$ cat config.mk
export PLATFORM = sky130hd
export DESIGN_NAME = mmu_top
export DESIGN_NICKNAME = d
export VERILOG_FILES = /design/src/design/mmu_pkg.sv /design/src/design/mmu_ctrl.sv /design/src/design/mmu_walk_regs.sv /design/src/design/mmu_bus_mux.sv /design/src/design/mmu_top.sv
export SDC_FILE = /design/constraint.sdc
export NUM_CORES = 1
export LEC_CHECK = 0
export ABC_AREA = 1
export CAP_MARGIN = 20
export CORE_MARGIN = 2
export CORE_UTILIZATION = 50
export CTS_CLUSTER_DIAMETER = 50
export DETAILED_ROUTE_END_ITERATION = 12
export DONT_BUFFER_PORTS = 1
export PLACE_DENSITY = 0.63
export SLEW_MARGIN = 10
export SYNTH_ARGS = -nofsm -noshare
export SYNTH_HDL_FRONTEND = slang
export SYNTH_SLANG_ARGS = --single-unit
$ cat constraint.sdc
create_clock -name clk -period 8.2 [get_ports clk]
set_input_delay 0.41 -clock clk [delete_from_list [all_inputs] [get_ports clk]]
set_output_delay 0.41 -clock clk [all_outputs]
set_load 0.03 [all_outputs]
$ cat src/design/mmu_pkg.sv
package mmu_pkg;

	//--------------------------------------------------------------------------
	// widths with a meaning
	//--------------------------------------------------------------------------
	typedef logic [31:0] addr_t;
	typedef logic [31:0] data_t;
	typedef logic [19:0] ppn_t;
	typedef logic [1:0]  resp_t;

	localparam resp_t RESP_OKAY   = 2'd0;
	localparam resp_t RESP_SLVERR = 2'd2;

	// address presented downstream by the walker
	typedef enum logic [1:0] {
		SEL_PTE1,
		SEL_PTE0,
		SEL_PHYS
	} walk_sel_t;

	//--------------------------------------------------------------------------
	// controller states
	//--------------------------------------------------------------------------
	typedef enum logic [3:0] {
		IDLE,
		BYP_RD,
		BYP_WR,
		WALK_AR,
		WALK_R,
		ACC_AR,
		ACC_R,
		ACC_AW_W,
		ACC_B,
		RESP_R,
		RESP_B
	} ctrl_state_t;

endpackage

$ cat src/design/mmu_ctrl.sv
`timescale 1ns/1ps

module mmu_ctrl (
	input  logic                 clk,
	input  logic                 rst,
	input  mmu_pkg::data_t       satp,
	input  logic                 s_arvalid,
	input  logic                 s_awvalid,
	input  logic                 s_wvalid,
	input  logic                 s_rready,
	input  logic                 s_bready,
	input  logic                 m_arready,
	input  logic                 m_rvalid,
	input  logic                 m_awready,
	input  logic                 m_wready,
	input  logic                 m_bvalid,
	input  logic                 pte_valid,
	output mmu_pkg::ctrl_state_t state,
	output mmu_pkg::walk_sel_t   walk_sel,
	output logic                 t_arready,
	output logic                 t_awready,
	output logic                 t_wready,
	output logic                 t_rvalid,
	output logic                 t_bvalid,
	output logic                 w_arvalid,
	output logic                 w_rready,
	output logic                 w_awvalid,
	output logic                 w_wvalid,
	output logic                 w_bready,
	output logic                 cap_req,
	output logic                 cap_pte1,
	output logic                 cap_pte0,
	output logic                 cap_rdata,
	output logic                 cap_bresp,
	output logic                 set_fault
);

	mmu_pkg::ctrl_state_t state_next;
	mmu_pkg::walk_sel_t   walk_sel_next;
	logic                 is_write;
	logic                 aw_done;
	logic                 w_done;
	logic                 wr_req;

	// writes win when both directions are pending
	assign wr_req = s_awvalid && s_wvalid;

	//--------------------------------------------------------------------------
	// registers
	//--------------------------------------------------------------------------
	always_ff @(posedge clk) begin
		if (rst) begin
			state    <= mmu_pkg::IDLE;
			walk_sel <= mmu_pkg::SEL_PTE1;
			is_write <= 1'b0;
			aw_done  <= 1'b0;
			w_done   <= 1'b0;
		end else begin
			state    <= state_next;
			walk_sel <= walk_sel_next;
			if (cap_req)
				is_write <= t_awready;
			// handshake tracking only lives inside ACC_AW_W
			if (state != mmu_pkg::ACC_AW_W || state_next != mmu_pkg::ACC_AW_W) begin
				aw_done <= 1'b0;
				w_done  <= 1'b0;
			end else begin
				aw_done <= aw_done | m_awready;
				w_done  <= w_done | m_wready;
			end
		end
	end

	//--------------------------------------------------------------------------
	// next state and outputs
	//--------------------------------------------------------------------------
	always_comb begin
		state_next    = state;
		walk_sel_next = walk_sel;
		t_arready     = 1'b0;
		t_awready     = 1'b0;
		t_wready      = 1'b0;
		t_rvalid      = 1'b0;
		t_bvalid      = 1'b0;
		w_arvalid     = 1'b0;
		w_rready      = 1'b0;
		w_awvalid     = 1'b0;
		w_wvalid      = 1'b0;
		w_bready      = 1'b0;
		cap_req       = 1'b0;
		cap_pte1      = 1'b0;
		cap_pte0      = 1'b0;
		cap_rdata     = 1'b0;
		cap_bresp     = 1'b0;
		set_fault     = 1'b0;
		case (state)
			mmu_pkg::IDLE: begin
				if (!satp[31]) begin
					if (wr_req)
						state_next = mmu_pkg::BYP_WR;
					else if (s_arvalid)
						state_next = mmu_pkg::BYP_RD;
				end else if (wr_req || s_arvalid) begin
					// accept the request in this cycle, walk starts at level 1
					t_awready     = wr_req;
					t_wready      = wr_req;
					t_arready     = !wr_req;
					cap_req       = 1'b1;
					walk_sel_next = mmu_pkg::SEL_PTE1;
					state_next    = mmu_pkg::WALK_AR;
				end
			end
			mmu_pkg::BYP_RD: if (m_rvalid && s_rready) state_next = mmu_pkg::IDLE;
			mmu_pkg::BYP_WR: if (m_bvalid && s_bready) state_next = mmu_pkg::IDLE;
			mmu_pkg::WALK_AR: begin
				w_arvalid = 1'b1;
				if (m_arready)
					state_next = mmu_pkg::WALK_R;
			end
			mmu_pkg::WALK_R: begin
				w_rready = 1'b1;
				if (m_rvalid) begin
					if (!pte_valid) begin
						set_fault  = 1'b1;
						state_next = is_write ? mmu_pkg::RESP_B : mmu_pkg::RESP_R;
					end else if (walk_sel == mmu_pkg::SEL_PTE1) begin
						cap_pte1      = 1'b1;
						walk_sel_next = mmu_pkg::SEL_PTE0;
						state_next    = mmu_pkg::WALK_AR;
					end else begin
						cap_pte0      = 1'b1;
						walk_sel_next = mmu_pkg::SEL_PHYS;
						state_next    = is_write ? mmu_pkg::ACC_AW_W : mmu_pkg::ACC_AR;
					end
				end
			end
			mmu_pkg::ACC_AR: begin
				w_arvalid = 1'b1;
				if (m_arready)
					state_next = mmu_pkg::ACC_R;
			end
			mmu_pkg::ACC_R: begin
				w_rready = 1'b1;
				if (m_rvalid) begin
					cap_rdata  = 1'b1;
					state_next = mmu_pkg::RESP_R;
				end
			end
			mmu_pkg::ACC_AW_W: begin
				// aw and w may complete in either order
				w_awvalid = !aw_done;
				w_wvalid  = !w_done;
				if ((aw_done || m_awready) && (w_done || m_wready))
					state_next = mmu_pkg::ACC_B;
			end
			mmu_pkg::ACC_B: begin
				w_bready = 1'b1;
				if (m_bvalid) begin
					cap_bresp  = 1'b1;
					state_next = mmu_pkg::RESP_B;
				end
			end
			mmu_pkg::RESP_R: begin
				t_rvalid = 1'b1;
				if (s_rready)
					state_next = mmu_pkg::IDLE;
			end
			mmu_pkg::RESP_B: begin
				t_bvalid = 1'b1;
				if (s_bready)
					state_next = mmu_pkg::IDLE;
			end
			default: state_next = mmu_pkg::IDLE;
		endcase
	end

endmodule

$ cat src/design/mmu_walk_regs.sv
`timescale 1ns/1ps

module mmu_walk_regs (
	input  logic                clk,
	input  logic                rst,
	input  mmu_pkg::data_t      satp,
	input  mmu_pkg::addr_t      s_araddr,
	input  mmu_pkg::addr_t      s_awaddr,
	input  mmu_pkg::data_t      s_wdata,
	input  logic [3:0]          s_wstrb,
	input  mmu_pkg::data_t      m_rdata,
	input  mmu_pkg::resp_t      m_rresp,
	input  mmu_pkg::resp_t      m_bresp,
	input  logic                cap_req,
	input  logic                cap_pte1,
	input  logic                cap_pte0,
	input  logic                cap_rdata,
	input  logic                cap_bresp,
	input  logic                set_fault,
	input  logic                is_write,
	input  mmu_pkg::walk_sel_t  walk_sel,
	output mmu_pkg::addr_t      walk_addr,
	output logic                pte_valid,
	output mmu_pkg::data_t      w_data,
	output logic [3:0]          w_strb,
	output mmu_pkg::data_t      r_data,
	output mmu_pkg::resp_t      r_resp,
	output mmu_pkg::resp_t      b_resp
);

	mmu_pkg::ppn_t  root_ppn;
	mmu_pkg::ppn_t  pte1_ppn;
	mmu_pkg::ppn_t  pte0_ppn;
	mmu_pkg::addr_t vaddr;

	assign pte_valid = m_rdata[0];

	// request payload and PTE page numbers
	always_ff @(posedge clk) begin
		if (cap_req) begin
			root_ppn <= satp[19:0];
			vaddr    <= is_write ? s_awaddr : s_araddr;
			w_data   <= s_wdata;
			w_strb   <= s_wstrb;
		end
		if (cap_pte1)
			pte1_ppn <= m_rdata[29:10];
		if (cap_pte0)
			pte0_ppn <= m_rdata[29:10];
	end

	// held responses, a fault overrides whatever came back
	always_ff @(posedge clk) begin
		if (rst) begin
			r_data <= '0;
			r_resp <= mmu_pkg::RESP_OKAY;
			b_resp <= mmu_pkg::RESP_OKAY;
		end else if (set_fault) begin
			r_data <= '0;
			r_resp <= mmu_pkg::RESP_SLVERR;
			b_resp <= mmu_pkg::RESP_SLVERR;
		end else begin
			if (cap_rdata) begin
				r_data <= m_rdata;
				r_resp <= m_rresp;
			end
			if (cap_bresp)
				b_resp <= m_bresp;
		end
	end

	//--------------------------------------------------------------------------
	// Sv32 walk addresses
	//--------------------------------------------------------------------------
	always_comb begin
		case (walk_sel)
			mmu_pkg::SEL_PTE1: walk_addr = {root_ppn, vaddr[31:22], 2'b00};
			mmu_pkg::SEL_PTE0: walk_addr = {pte1_ppn, vaddr[21:12], 2'b00};
			default:           walk_addr = {pte0_ppn, vaddr[11:0]};
		endcase
	end

endmodule

$ cat src/design/mmu_bus_mux.sv
`timescale 1ns/1ps

module mmu_bus_mux (
	input  mmu_pkg::ctrl_state_t state,
	// upstream
	input  mmu_pkg::addr_t       s_araddr,
	input  logic                 s_arvalid,
	output logic                 s_arready,
	output mmu_pkg::data_t       s_rdata,
	output mmu_pkg::resp_t       s_rresp,
	output logic                 s_rvalid,
	input  logic                 s_rready,
	input  mmu_pkg::addr_t       s_awaddr,
	input  logic                 s_awvalid,
	output logic                 s_awready,
	input  mmu_pkg::data_t       s_wdata,
	input  logic [3:0]           s_wstrb,
	input  logic                 s_wvalid,
	output logic                 s_wready,
	output mmu_pkg::resp_t       s_bresp,
	output logic                 s_bvalid,
	input  logic                 s_bready,
	// downstream
	output mmu_pkg::addr_t       m_araddr,
	output logic                 m_arvalid,
	input  logic                 m_arready,
	input  mmu_pkg::data_t       m_rdata,
	input  mmu_pkg::resp_t       m_rresp,
	input  logic                 m_rvalid,
	output logic                 m_rready,
	output mmu_pkg::addr_t       m_awaddr,
	output logic                 m_awvalid,
	input  logic                 m_awready,
	output mmu_pkg::data_t       m_wdata,
	output logic [3:0]           m_wstrb,
	output logic                 m_wvalid,
	input  logic                 m_wready,
	input  mmu_pkg::resp_t       m_bresp,
	input  logic                 m_bvalid,
	output logic                 m_bready,
	// walker side
	input  logic                 t_arready,
	input  logic                 t_awready,
	input  logic                 t_wready,
	input  logic                 t_rvalid,
	input  logic                 t_bvalid,
	input  logic                 w_arvalid,
	input  logic                 w_rready,
	input  logic                 w_awvalid,
	input  logic                 w_wvalid,
	input  logic                 w_bready,
	input  mmu_pkg::addr_t       walk_addr,
	input  mmu_pkg::data_t       w_data,
	input  logic [3:0]           w_strb,
	input  mmu_pkg::data_t       r_data,
	input  mmu_pkg::resp_t       r_resp,
	input  mmu_pkg::resp_t       b_resp
);

	logic byp_rd;
	logic byp_wr;
	logic busy;

	assign byp_rd = state == mmu_pkg::BYP_RD;
	assign byp_wr = state == mmu_pkg::BYP_WR;
	// nothing moves downstream or back upstream while idle
	assign busy   = state != mmu_pkg::IDLE;

	// read direction
	assign m_araddr  = byp_rd ? s_araddr : walk_addr;
	assign m_arvalid = byp_rd ? s_arvalid : busy && w_arvalid;
	assign s_arready = byp_rd ? m_arready : t_arready;
	assign m_rready  = byp_rd ? s_rready : busy && w_rready;
	assign s_rvalid  = byp_rd ? m_rvalid : busy && t_rvalid;
	assign s_rdata   = byp_rd ? m_rdata : r_data;
	assign s_rresp   = byp_rd ? m_rresp : r_resp;

	// write direction
	assign m_awaddr  = byp_wr ? s_awaddr : walk_addr;
	assign m_awvalid = byp_wr ? s_awvalid : busy && w_awvalid;
	assign s_awready = byp_wr ? m_awready : t_awready;
	assign m_wdata   = byp_wr ? s_wdata : w_data;
	assign m_wstrb   = byp_wr ? s_wstrb : w_strb;
	assign m_wvalid  = byp_wr ? s_wvalid : busy && w_wvalid;
	assign s_wready  = byp_wr ? m_wready : t_wready;
	assign m_bready  = byp_wr ? s_bready : busy && w_bready;
	assign s_bvalid  = byp_wr ? m_bvalid : busy && t_bvalid;
	assign s_bresp   = byp_wr ? m_bresp : b_resp;

endmodule

$ cat src/design/mmu_top.sv
`timescale 1ns/1ps

module mmu_top (
	input  logic           clk,
	input  logic           rst,
	input  mmu_pkg::data_t satp,
	// upstream, from the load/store port
	input  mmu_pkg::addr_t s_araddr,
	input  logic           s_arvalid,
	output logic           s_arready,
	output mmu_pkg::data_t s_rdata,
	output mmu_pkg::resp_t s_rresp,
	output logic           s_rvalid,
	input  logic           s_rready,
	input  mmu_pkg::addr_t s_awaddr,
	input  logic           s_awvalid,
	output logic           s_awready,
	input  mmu_pkg::data_t s_wdata,
	input  logic [3:0]     s_wstrb,
	input  logic           s_wvalid,
	output logic           s_wready,
	output mmu_pkg::resp_t s_bresp,
	output logic           s_bvalid,
	input  logic           s_bready,
	// downstream, to memory
	output mmu_pkg::addr_t m_araddr,
	output logic           m_arvalid,
	input  logic           m_arready,
	input  mmu_pkg::data_t m_rdata,
	input  mmu_pkg::resp_t m_rresp,
	input  logic           m_rvalid,
	output logic           m_rready,
	output mmu_pkg::addr_t m_awaddr,
	output logic           m_awvalid,
	input  logic           m_awready,
	output mmu_pkg::data_t m_wdata,
	output logic [3:0]     m_wstrb,
	output logic           m_wvalid,
	input  logic           m_wready,
	input  mmu_pkg::resp_t m_bresp,
	input  logic           m_bvalid,
	output logic           m_bready
);

	mmu_pkg::ctrl_state_t state;
	mmu_pkg::walk_sel_t   walk_sel;
	mmu_pkg::addr_t       walk_addr;
	mmu_pkg::data_t       w_data;
	mmu_pkg::data_t       r_data;
	mmu_pkg::resp_t       r_resp;
	mmu_pkg::resp_t       b_resp;
	logic [3:0]           w_strb;
	logic                 pte_valid;
	logic                 t_arready, t_awready, t_wready, t_rvalid, t_bvalid;
	logic                 w_arvalid, w_rready, w_awvalid, w_wvalid, w_bready;
	logic                 cap_req, cap_pte1, cap_pte0, cap_rdata, cap_bresp, set_fault;

	mmu_ctrl mmu_ctrl_inst (.*);

	// a write is accepted exactly when the controller raises awready
	mmu_walk_regs mmu_walk_regs_inst (
		.is_write (t_awready),
		.*
	);

	mmu_bus_mux mmu_bus_mux_inst (.*);

endmodule

==> results.cfg, run 1 <==
[pwr]
switching_power_mw = 0.7956
p_leak_nw = 3.565
clock_power_share_pct = 36.0
finalPower_mw = 2.406
power_frac_seq_pct = 41.8
p_int_mw = 1.611
powerDensity_nw_per_um2 = 260.9
power_frac_comb_pct = 22.2
p_sw_share_pct = 33.06
ir_worst_vdd_mv = 0.1503

[cells_and_area]
layout-drive-gt1-share_pct = 10.38
nets = 1082
regArea_um2 = 4747
area_growth_pct = 9.408
stdcell_area_um2 = 9225
multi_input_area_um2 = 3231
fillers = 1474

[global_route]
grt_first_pass_wirelength_mm = 33.15
grt_usage_pct = 24.45
overflow = 0
antenna_found_initial = 1
grt_max_degree = 88
grt_pass1_vias = 5632

[place]
place.gp.congestion = 0.9177
place_hpwl_mm = 15.53
port_buffers = 0
placed_cell_area_um2 = 8532

[sta]
finalSetupTns_ns = 0
fin_crit_sh_pct = 58.72
drv_slew = 0
hold_slack_ns = 0.04536
fin_worst_skew_ns = 0.008021
setup_viol = 0
worstMarginPinSlew_ns = 1.115
final_hold_viol_count = 0
fin_crit_ns = 4.815
slew_headroom_pct = 24.86
rsz0062_at_grt = false
timing.fmax_mhz = 207.7

[setup_path]
cp.required_ns = 7.79
r2r_slack_ns = 5.52
cp-start-kind = register
critPathTopFamily = buffers and inverters
r2r-start = mmu_ctrl_inst.walk_sel[1]
cp-end-kind = output pin
cpMaxStageDelayCell = o21ai_0
path_cells = nor2_2 > inv_1 > nor2_4 > clkinv_2 > buf_4 > o21ai_0
r2r-end = mmu_walk_regs_inst.pte1_ppn[4]
path_class = reg2out
crit_buf_inv = 3
cp_slowest_stage_delay_ns = 0.83
reg2reg_depth = 4
path_max_fanout = 52
cp.arrival_ns = 4.41

[detailed_routing]
dr.pass1.iters = 5
ant_nets = 0
dr_total_vias = 6380
drc_errors = 0
routed_wire_length_per_instance_um = 20.14
vias_per_cell = 5.616
wl_mm = 22.88
drt_first_iter_violations = 412

[hold_path]
hp-class = in2reg
hp-start = rst
hold_depth = 1
hold_path_end = mmu_ctrl_inst.walk_sel[0]

[cts]
ctsRootBufferMaster = clkbuf_16
h-tree-depth = 4
ctsResizeCount = 0
numCtsBuffers = 17
insertion_delay_ns = 0.43
cts.path.max_buffers = 2
clock_sinks = 173
cts_tree = yes
path_clk_slew_ns = 0.06
hold_buffers = 0
cts_setup_buffers = 0

[synthesis]
ys_warn_count = 0
synthArstFlopShare_pct = 0
synth-seq-cells = 173
postSynthAreaPerCell_um2 = 9.086
ys_seq_area_share_pct = 56.27
synth_top_area_share_pct = 45.59
synth_area_um2 = 8432
yosys.area.top_type = edfxtp_1
synth_edf_count = 128
synthCells = 928
yosys-top-cells-area = edfxtp_1 (46%), nand2_1 (14%), dfxtp_1 (11%)
ys.flop_type = edfxtp_1
ys_types = 26
syn_nets = 1108

[floorplanning]
floorplan.initialDensity_pct = 51.03
ios = 326
die_w_um = 133.9
dieArea_um2 = 17920
die_h_um = 133.9
core_area_um2 = 16520
rows = 47

[run]
maxCapViolCount = 0

[status]
status = completed
==> per-layer routing <==
layer	GRT usage, %	part of all wire, %
met2	38.75	48
met1	32.85	43
met5	0	0
met4	8.215	1.9
met3	6.425	6.9
==> power groups by stage <==
stage / combinational, mW / clock (mW) / sequential, mW
6_report: 0.534 / 0.867 / 1.01
5_1_grt: 0.564 / 0.911 / 1.01
4_1_cts: 0.533 / 0.880 / 1.01
3_5_place_dp: 0.532 / 0 / 1.03
3_3_place_gp: 0.531 / 0 / 1.03
2_1_floorplan: 0.469 / 0 / 1.03
==> synthesized netlist by cell type (all sizes together) (9+ instances only) <==
cell	n
mux2	58
a22oi	9
nand3	75
o21ai	58
nand2	327
a21oi	37
nor2	47
inv	60
dfxtp	45
buf	30
edfxtp	128
a31oi	18
clkbuf	24
==> per-stage QoR <==
stage | setup slack (ns) | cells | utilization [%]
2_1_floorplan | 3.197 | 928 | -
3_3_place_gp | 3.910 | 1101 | 51.63
3_5_place_dp | 3.881 | 1101 | 51.63
4_1_cts | 3.405 | 1133 | 55.48
5_1_grt | 3.102 | 1136 | 55.83
6_report | 3.385 | 1136 | 55.83
==> worst max path at each step <==
stage | slack, ns | startpoint | cells past startpoint | end
final | 3.38 | mmu_ctrl_inst.state[2] | 6 | s_rdata[0]
after global routing | 3.10 | mmu_ctrl_inst.state[2] | 6 | s_rdata[0]
after CTS | 3.40 | mmu_ctrl_inst.state[2] | 6 | s_rdata[0]
after detailed placement | 3.88 | mmu_ctrl_inst.state[2] | 6 | s_rdata[0]
after global placement | 3.91 | mmu_ctrl_inst.state[2] | 6 | s_rdata[0]
after floorplan | 3.20 | mmu_ctrl_inst.state[2] | 4 | mmu_walk_regs_inst.root_ppn[0]
==> registers in the layout, summed over array words and instances, names as in the netlist <==
register,flops
mmu_ctrl_inst.w_done,1
mmu_ctrl_inst.state,4
mmu_walk_regs_inst.w_strb,4
mmu_walk_regs_inst.b_resp,2
mmu_ctrl_inst.is_write,1
mmu_ctrl_inst.aw_done,1
mmu_walk_regs_inst.w_data,32
mmu_walk_regs_inst.pte0_ppn,20
mmu_ctrl_inst.walk_sel,2
mmu_walk_regs_inst.r_resp,2
mmu_walk_regs_inst.r_data,32
mmu_walk_regs_inst.pte1_ppn,20
mmu_walk_regs_inst.root_ppn,20
mmu_walk_regs_inst.vaddr,32
==> cells in the final DEF (no fill, tap or decap), types with 17 or more instances in the layout <==
cell and instances:
a21oi_1 37, a31oi_1 18, clkbuf_16 17, dfxtp_1 43, edfxtp_1 128, inv_1 56, mux2_1 20, mux2_2 35
nand2_1 324, nand3_1 75, nor2_1 40, o21ai_0 58
==> area by class of cell <==
cell class	instances	share of cell area [%]
flip-flops and latches	173	51.46
repair buffers	9	1.166
diodes	1	0.02713
clock inverters	15	2.279
well taps	220	2.984
inverters	60	2.455
clock buffers	17	4.611
multi-input cells	641	35.02
==> cell families (layout without fill, tap and decap cells) <==
logic type,Yosys count,count (layout),synth area share [%]
AOI/OAI and AO/OA,128,128,8.280
buffers and inverters,114,101,5.832
DFF,173,173,56.27
muxes,58,58,7.880
other,0,1,0
and+or+nand+nor,455,455,21.74
No activity file was read; power rests on OpenSTA's default activity.
==> run 2: changes to the inputs <==
Clock period 8.2 ns to 4.9 ns, I/O delays scaled along.
==> results.cfg, run 2 (synthesis gave the netlist of run 1 again) <==
[setup_path]
cpMaxStageDelayCell = o21ai_0
cp_slowest_stage_delay_ns = 1.09
path_class = reg2out
path_max_fanout = 65
crit_buf_inv = 2
critPathTopFamily = compound AO/OA/AOI/OAI gates
cp.required_ns = 4.66
path_cells = nor2_2 > inv_1 > nor2_4 > clkinv_2 > o21ai_0
r2r_slack_ns = 1.95
cp.arrival_ns = 3.38
cp-end-kind = output pin
cp-start-kind = register

[global_route]
grt_max_degree = 66
antenna_found_initial = 0
grt_usage_pct = 26.77
grt_first_pass_wirelength_mm = 36.39
grt_pass1_vias = 6332
overflow = 0

[cells_and_area]
fillers = 1357
area_growth_pct = 21.56
diodes = 0
final_common_cell = nand2_1
nets = 1192
utilization_pct = 62.03
stdcell_area_um2 = 10250
biggestRegsByFlops = mmu_walk_regs_inst.r_data: 32 flops, mmu_walk_regs_inst.vaddr: 32 flops, mmu_walk_regs_inst.w_data: 32 flops
layout-drive-gt1-share_pct = 10.24
mostFrequentLayoutCells = nand2_1 (324), edfxtp_1 (128), dlygate4sd3_1 (99)

[pwr]
clock_power_share_pct = 34.2
p_sw_share_pct = 33.46
power_frac_comb_pct = 24.5
power_frac_seq_pct = 41.3
switching_power_mw = 1.364
finalPower_mw = 4.075
powerDensity_nw_per_um2 = 397.6
p_int_mw = 2.711
ir_worst_vdd_mv = 0.2179
p_leak_nw = 4.013

[place]
place.gp.congestion = 0.9175
port_buffers = 0
place_hpwl_mm = 15.86
placed_cell_area_um2 = 8615

[run]
maxCapViolCount = 0

[floorplanning]
die_w_um = 133.9
core_area_um2 = 16520
ios = 326
dieArea_um2 = 17920
floorplan.initialDensity_pct = 51.03
rows = 47
die_h_um = 133.9

[cts]
cts_tree = yes
ctsRootBufferMaster = clkbuf_16
insertion_delay_ns = 0.43
clock_sinks = 173
cts.path.max_buffers = 2
path_clk_slew_ns = 0.07
numCtsBuffers = 17
h-tree-depth = 4
cts_setup_buffers = 0

[sta]
slew_headroom_pct = 26.26
finalSetupTns_ns = 0
setup_viol = 0
timing.fmax_mhz = 275.8
fin_crit_ns = 3.626
final_hold_viol_count = 0
fin_crit_sh_pct = 74.01
rsz0062_at_grt = false
fin_worst_skew_ns = 0.01208
worstMarginPinSlew_ns = 1.095
drv_slew = 0
hold_slack_ns = 0.01481

[detailed_routing]
routed_wire_length_per_instance_um = 20.04
drt_first_iter_violations = 707
vias_per_cell = 5.620
drc_errors = 0
wl_mm = 24.95
dr.pass1.iters = 5
dr_total_vias = 6997
ant_nets = 0

[status]
status = completed

[hold_path]
hp-class = in2reg
run 2: per-stage QoR:
stage | std cells | setup slack (ns)
global route | 1245 | 1.089
finish | 1245 | 1.274
detailed placement | 1112 | 1.750
CTS | 1243 | 1.268
global placement | 1112 | 1.814
floorplan | 928 | 1.365
run 2: power groups by stage:
stage / Sequential (mW) / Combinational (mW) / Clock [mW]
2_1_floorplan: 1.71 / 0.785 / 0
3_5_place_dp: 1.72 / 0.915 / 0
6_report: 1.68 / 0.998 / 1.39
5_1_grt: 1.69 / 1.05 / 1.47
4_1_cts: 1.68 / 0.995 / 1.42
3_3_place_gp: 1.71 / 0.912 / 0
run 2: worst reg2reg max path: stages, from the launching register on:
cell and delay, ns:
dfxtp_1 0.38, nor2_1 0.67, nand4_1 0.24, inv_2 0.67, nand2_1 0.18, nand2_1 0.11, dlygate4sd3_1 0.57
run 2: cell type report:
cell class / instances / area (um^2) / share of cell area, %
flip-flops and latches: 173 / 4747 / 46.31
multi-input cells: 641 / 3231 / 31.52
repair buffers: 119 / 1161 / 11.33
clock buffers: 17 / 425.4 / 4.150
well taps: 220 / 275.3 / 2.686
inverters: 60 / 226.5 / 2.209
clock inverters: 15 / 183.9 / 1.794
run 2: path summary, 6_finish.rpt:
| check | from | to | cells after the start |
|---|---|---|---|
| setup reg to reg | mmu_ctrl_inst.state[0] | mmu_walk_regs_inst.vaddr[1] | 6 |
| setup / recovery | mmu_ctrl_inst.state[2] | m_araddr[11] | 5 |
| hold / removal | m_rdata[0] | mmu_walk_regs_inst.r_data[0] | 2 |
| hold reg to reg | mmu_walk_regs_inst.r_data[13] | mmu_walk_regs_inst.r_data[13] | 2 |
run 2: what timing repair did:
item / 4_1_cts / 5_1_grt
endpoints found under the hold margin: 139 / 0
gates resized for setup: 0 / 0
hold buffers: 99 / 0
run 2: per-layer routing:
metal	wire length, um	track usage, %
met3	1990	5.933
met2	12070	43.68
met4	631	9.279
met1	10260	35.49
met5	0	0
==> run 3: changes to the inputs <==
Clock period 4.9 ns to 3.6 ns, I/O delays scaled along.
==> results.cfg, run 3 (synthesis gave the netlist of run 1 again) <==
[status]
status = completed

[cts]
insertion_delay_ns = 0.44
path_clk_slew_ns = 0.06
cts_tree = yes
cts.path.max_buffers = 2
clock_sinks = 173
numCtsBuffers = 17
ctsRootBufferMaster = clkbuf_16
h-tree-depth = 4

[floorplanning]
die_w_um = 133.9
ios = 326
rows = 47
die_h_um = 133.9
core_area_um2 = 16520
floorplan.initialDensity_pct = 51.03
dieArea_um2 = 17920

[setup_path]
crit_buf_inv = 1
path_cells = nor2_2 > nand2_4 > buf_4 > a21oi_1
cp_slowest_stage_delay_ns = 0.59
critPathTopFamily = simple AND/OR/NAND/NOR gates
path_max_fanout = 29
cp.required_ns = 3.42
cp-end-kind = output pin
cpMaxStageDelayCell = a21oi_1
cp-start-kind = register
cp.arrival_ns = 2.69
path_class = reg2out

[cells_and_area]
mostFrequentLayoutCells = nand2_1 (324), dlygate4sd3_1 (132), edfxtp_1 (128)
fillers = 1307
layout-drive-gt1-share_pct = 13.30
regArea_um2 = 4747
layout.cells.non_filler = 1318
utilization_pct = 65.54
stdcell_area_um2 = 10830
area_growth_pct = 28.45
nets = 1265
final_common_cell = nand2_1
multi_input_area_um2 = 3231
biggestRegsByFlops = mmu_walk_regs_inst.r_data: 32 flops, mmu_walk_regs_inst.vaddr: 32 flops, mmu_walk_regs_inst.w_data: 32 flops
diodes = 0

[sta]
final_hold_viol_count = 0
setup_viol = 0
fin_worst_skew_ns = 0.007262
timing.fmax_mhz = 348.0
worstMarginPinSlew_ns = 1.026
drv_slew = 0
fin_crit_sh_pct = 79.81
fin_crit_ns = 2.873
finalSetupTns_ns = 0
slew_headroom_pct = 30.86
rsz0062_at_grt = false

[place]
place_hpwl_mm = 16.37
port_buffers = 0
dp_cells = 1154
place.gp.congestion = 0.8409
placed_cell_area_um2 = 8930

[hold_path]
hp-class = in2reg

[detailed_routing]
dr.pass1.iters = 5
ant_nets = 0
drc_errors = 0
vias_per_cell = 5.556
wl_mm = 26.13
dr_total_vias = 7323
routed_wire_length_per_instance_um = 19.82
drt_first_iter_violations = 532

[run]
maxCapViolCount = 0

[global_route]
grt_pass1_vias = 6917
overflow = 0
grt_max_degree = 57
grt_usage_pct = 28.55
antenna_found_initial = 0
grt_first_pass_wirelength_mm = 38.84

[pwr]
p_leak_nw = 4.338
finalPower_mw = 5.600
powerDensity_nw_per_um2 = 517.1
ir_worst_vdd_mv = 0.3159
## run 3: cell types whose count changed in the layout (fill, tap and decap cells not counted), moves of 2 or more
cell / change
buf_4: +41
dlygate4sd3_1: +33
bufinv_16: -3
inv_4: +3
clkbuf_16: +2
clkinv_1: -2
clkinvlp_4: -2
## run 3: path summary, 6_finish.rpt
kind	startpoint	to	slack (ns)	cells past startpoint
max	mmu_ctrl_inst.state[2]	m_awaddr[1]	0.73	4
min	s_awaddr[26]	mmu_walk_regs_inst.vaddr[26]	0.007	2
max reg2reg	mmu_ctrl_inst.state[2]	mmu_walk_regs_inst.vaddr[12]	0.73	7
min reg2reg	mmu_walk_regs_inst.r_data[8]	mmu_walk_regs_inst.r_data[8]	0.46	2
## run 3: per-stage QoR
step	setup slack (ns)	hold WS [ns]
floorplan	0.06485	0.2491
global placement	1.234	0.2467
detailed placement	1.221	0.2450
CTS	0.7597	0.004143
global route	0.5102	0.03310
finish	0.7268	0.007224
## run 3: cell type report
| type | count | area share [%] |
|---|---|---|
| Clock buffer | 20 | 4.425 |
| Clock inverter | 12 | 0.9242 |
| Inverter | 60 | 2.091 |
| Multi-Input combinational cell | 641 | 29.83 |
| Sequential cell | 173 | 43.83 |
| Tap cell | 220 | 2.542 |
| Timing Repair Buffer | 192 | 16.36 |
## run 3: routing by layer
layer | GRT usage, % | vias up | routed length [um]
met2 | 46.95 | 394 | 12680
met1 | 36.82 | 3420 | 10560
met5 | 0 | - | 0
met3 | 6.576 | 65 | 2112
met4 | 11.17 | 0 | 777
li1 | - | 3444 | -
## run 3: repair_timing
item	CTS	global route
hold buffers	132	0
setup buffers	0	0
gates resized for setup	0	0
endpoints found under the hold margin	165	0
## run 3: power by group
| part | leakage [nW] | switching, mW | internal [mW] |
|---|---|---|---|
| clock network | 0.286 | 0.812 | 0.982 |
| registers | 1.54 | 0.0312 | 2.26 |
| logic | 2.51 | 1.07 | 0.449 |
## run 3: worst register-to-register path: cells and delay by family, from the launching register on
family	cells	cell delay, ns
buffers and inverters	3	1.47
DFF	1	0.34
and+or+nand+nor	4	0.92
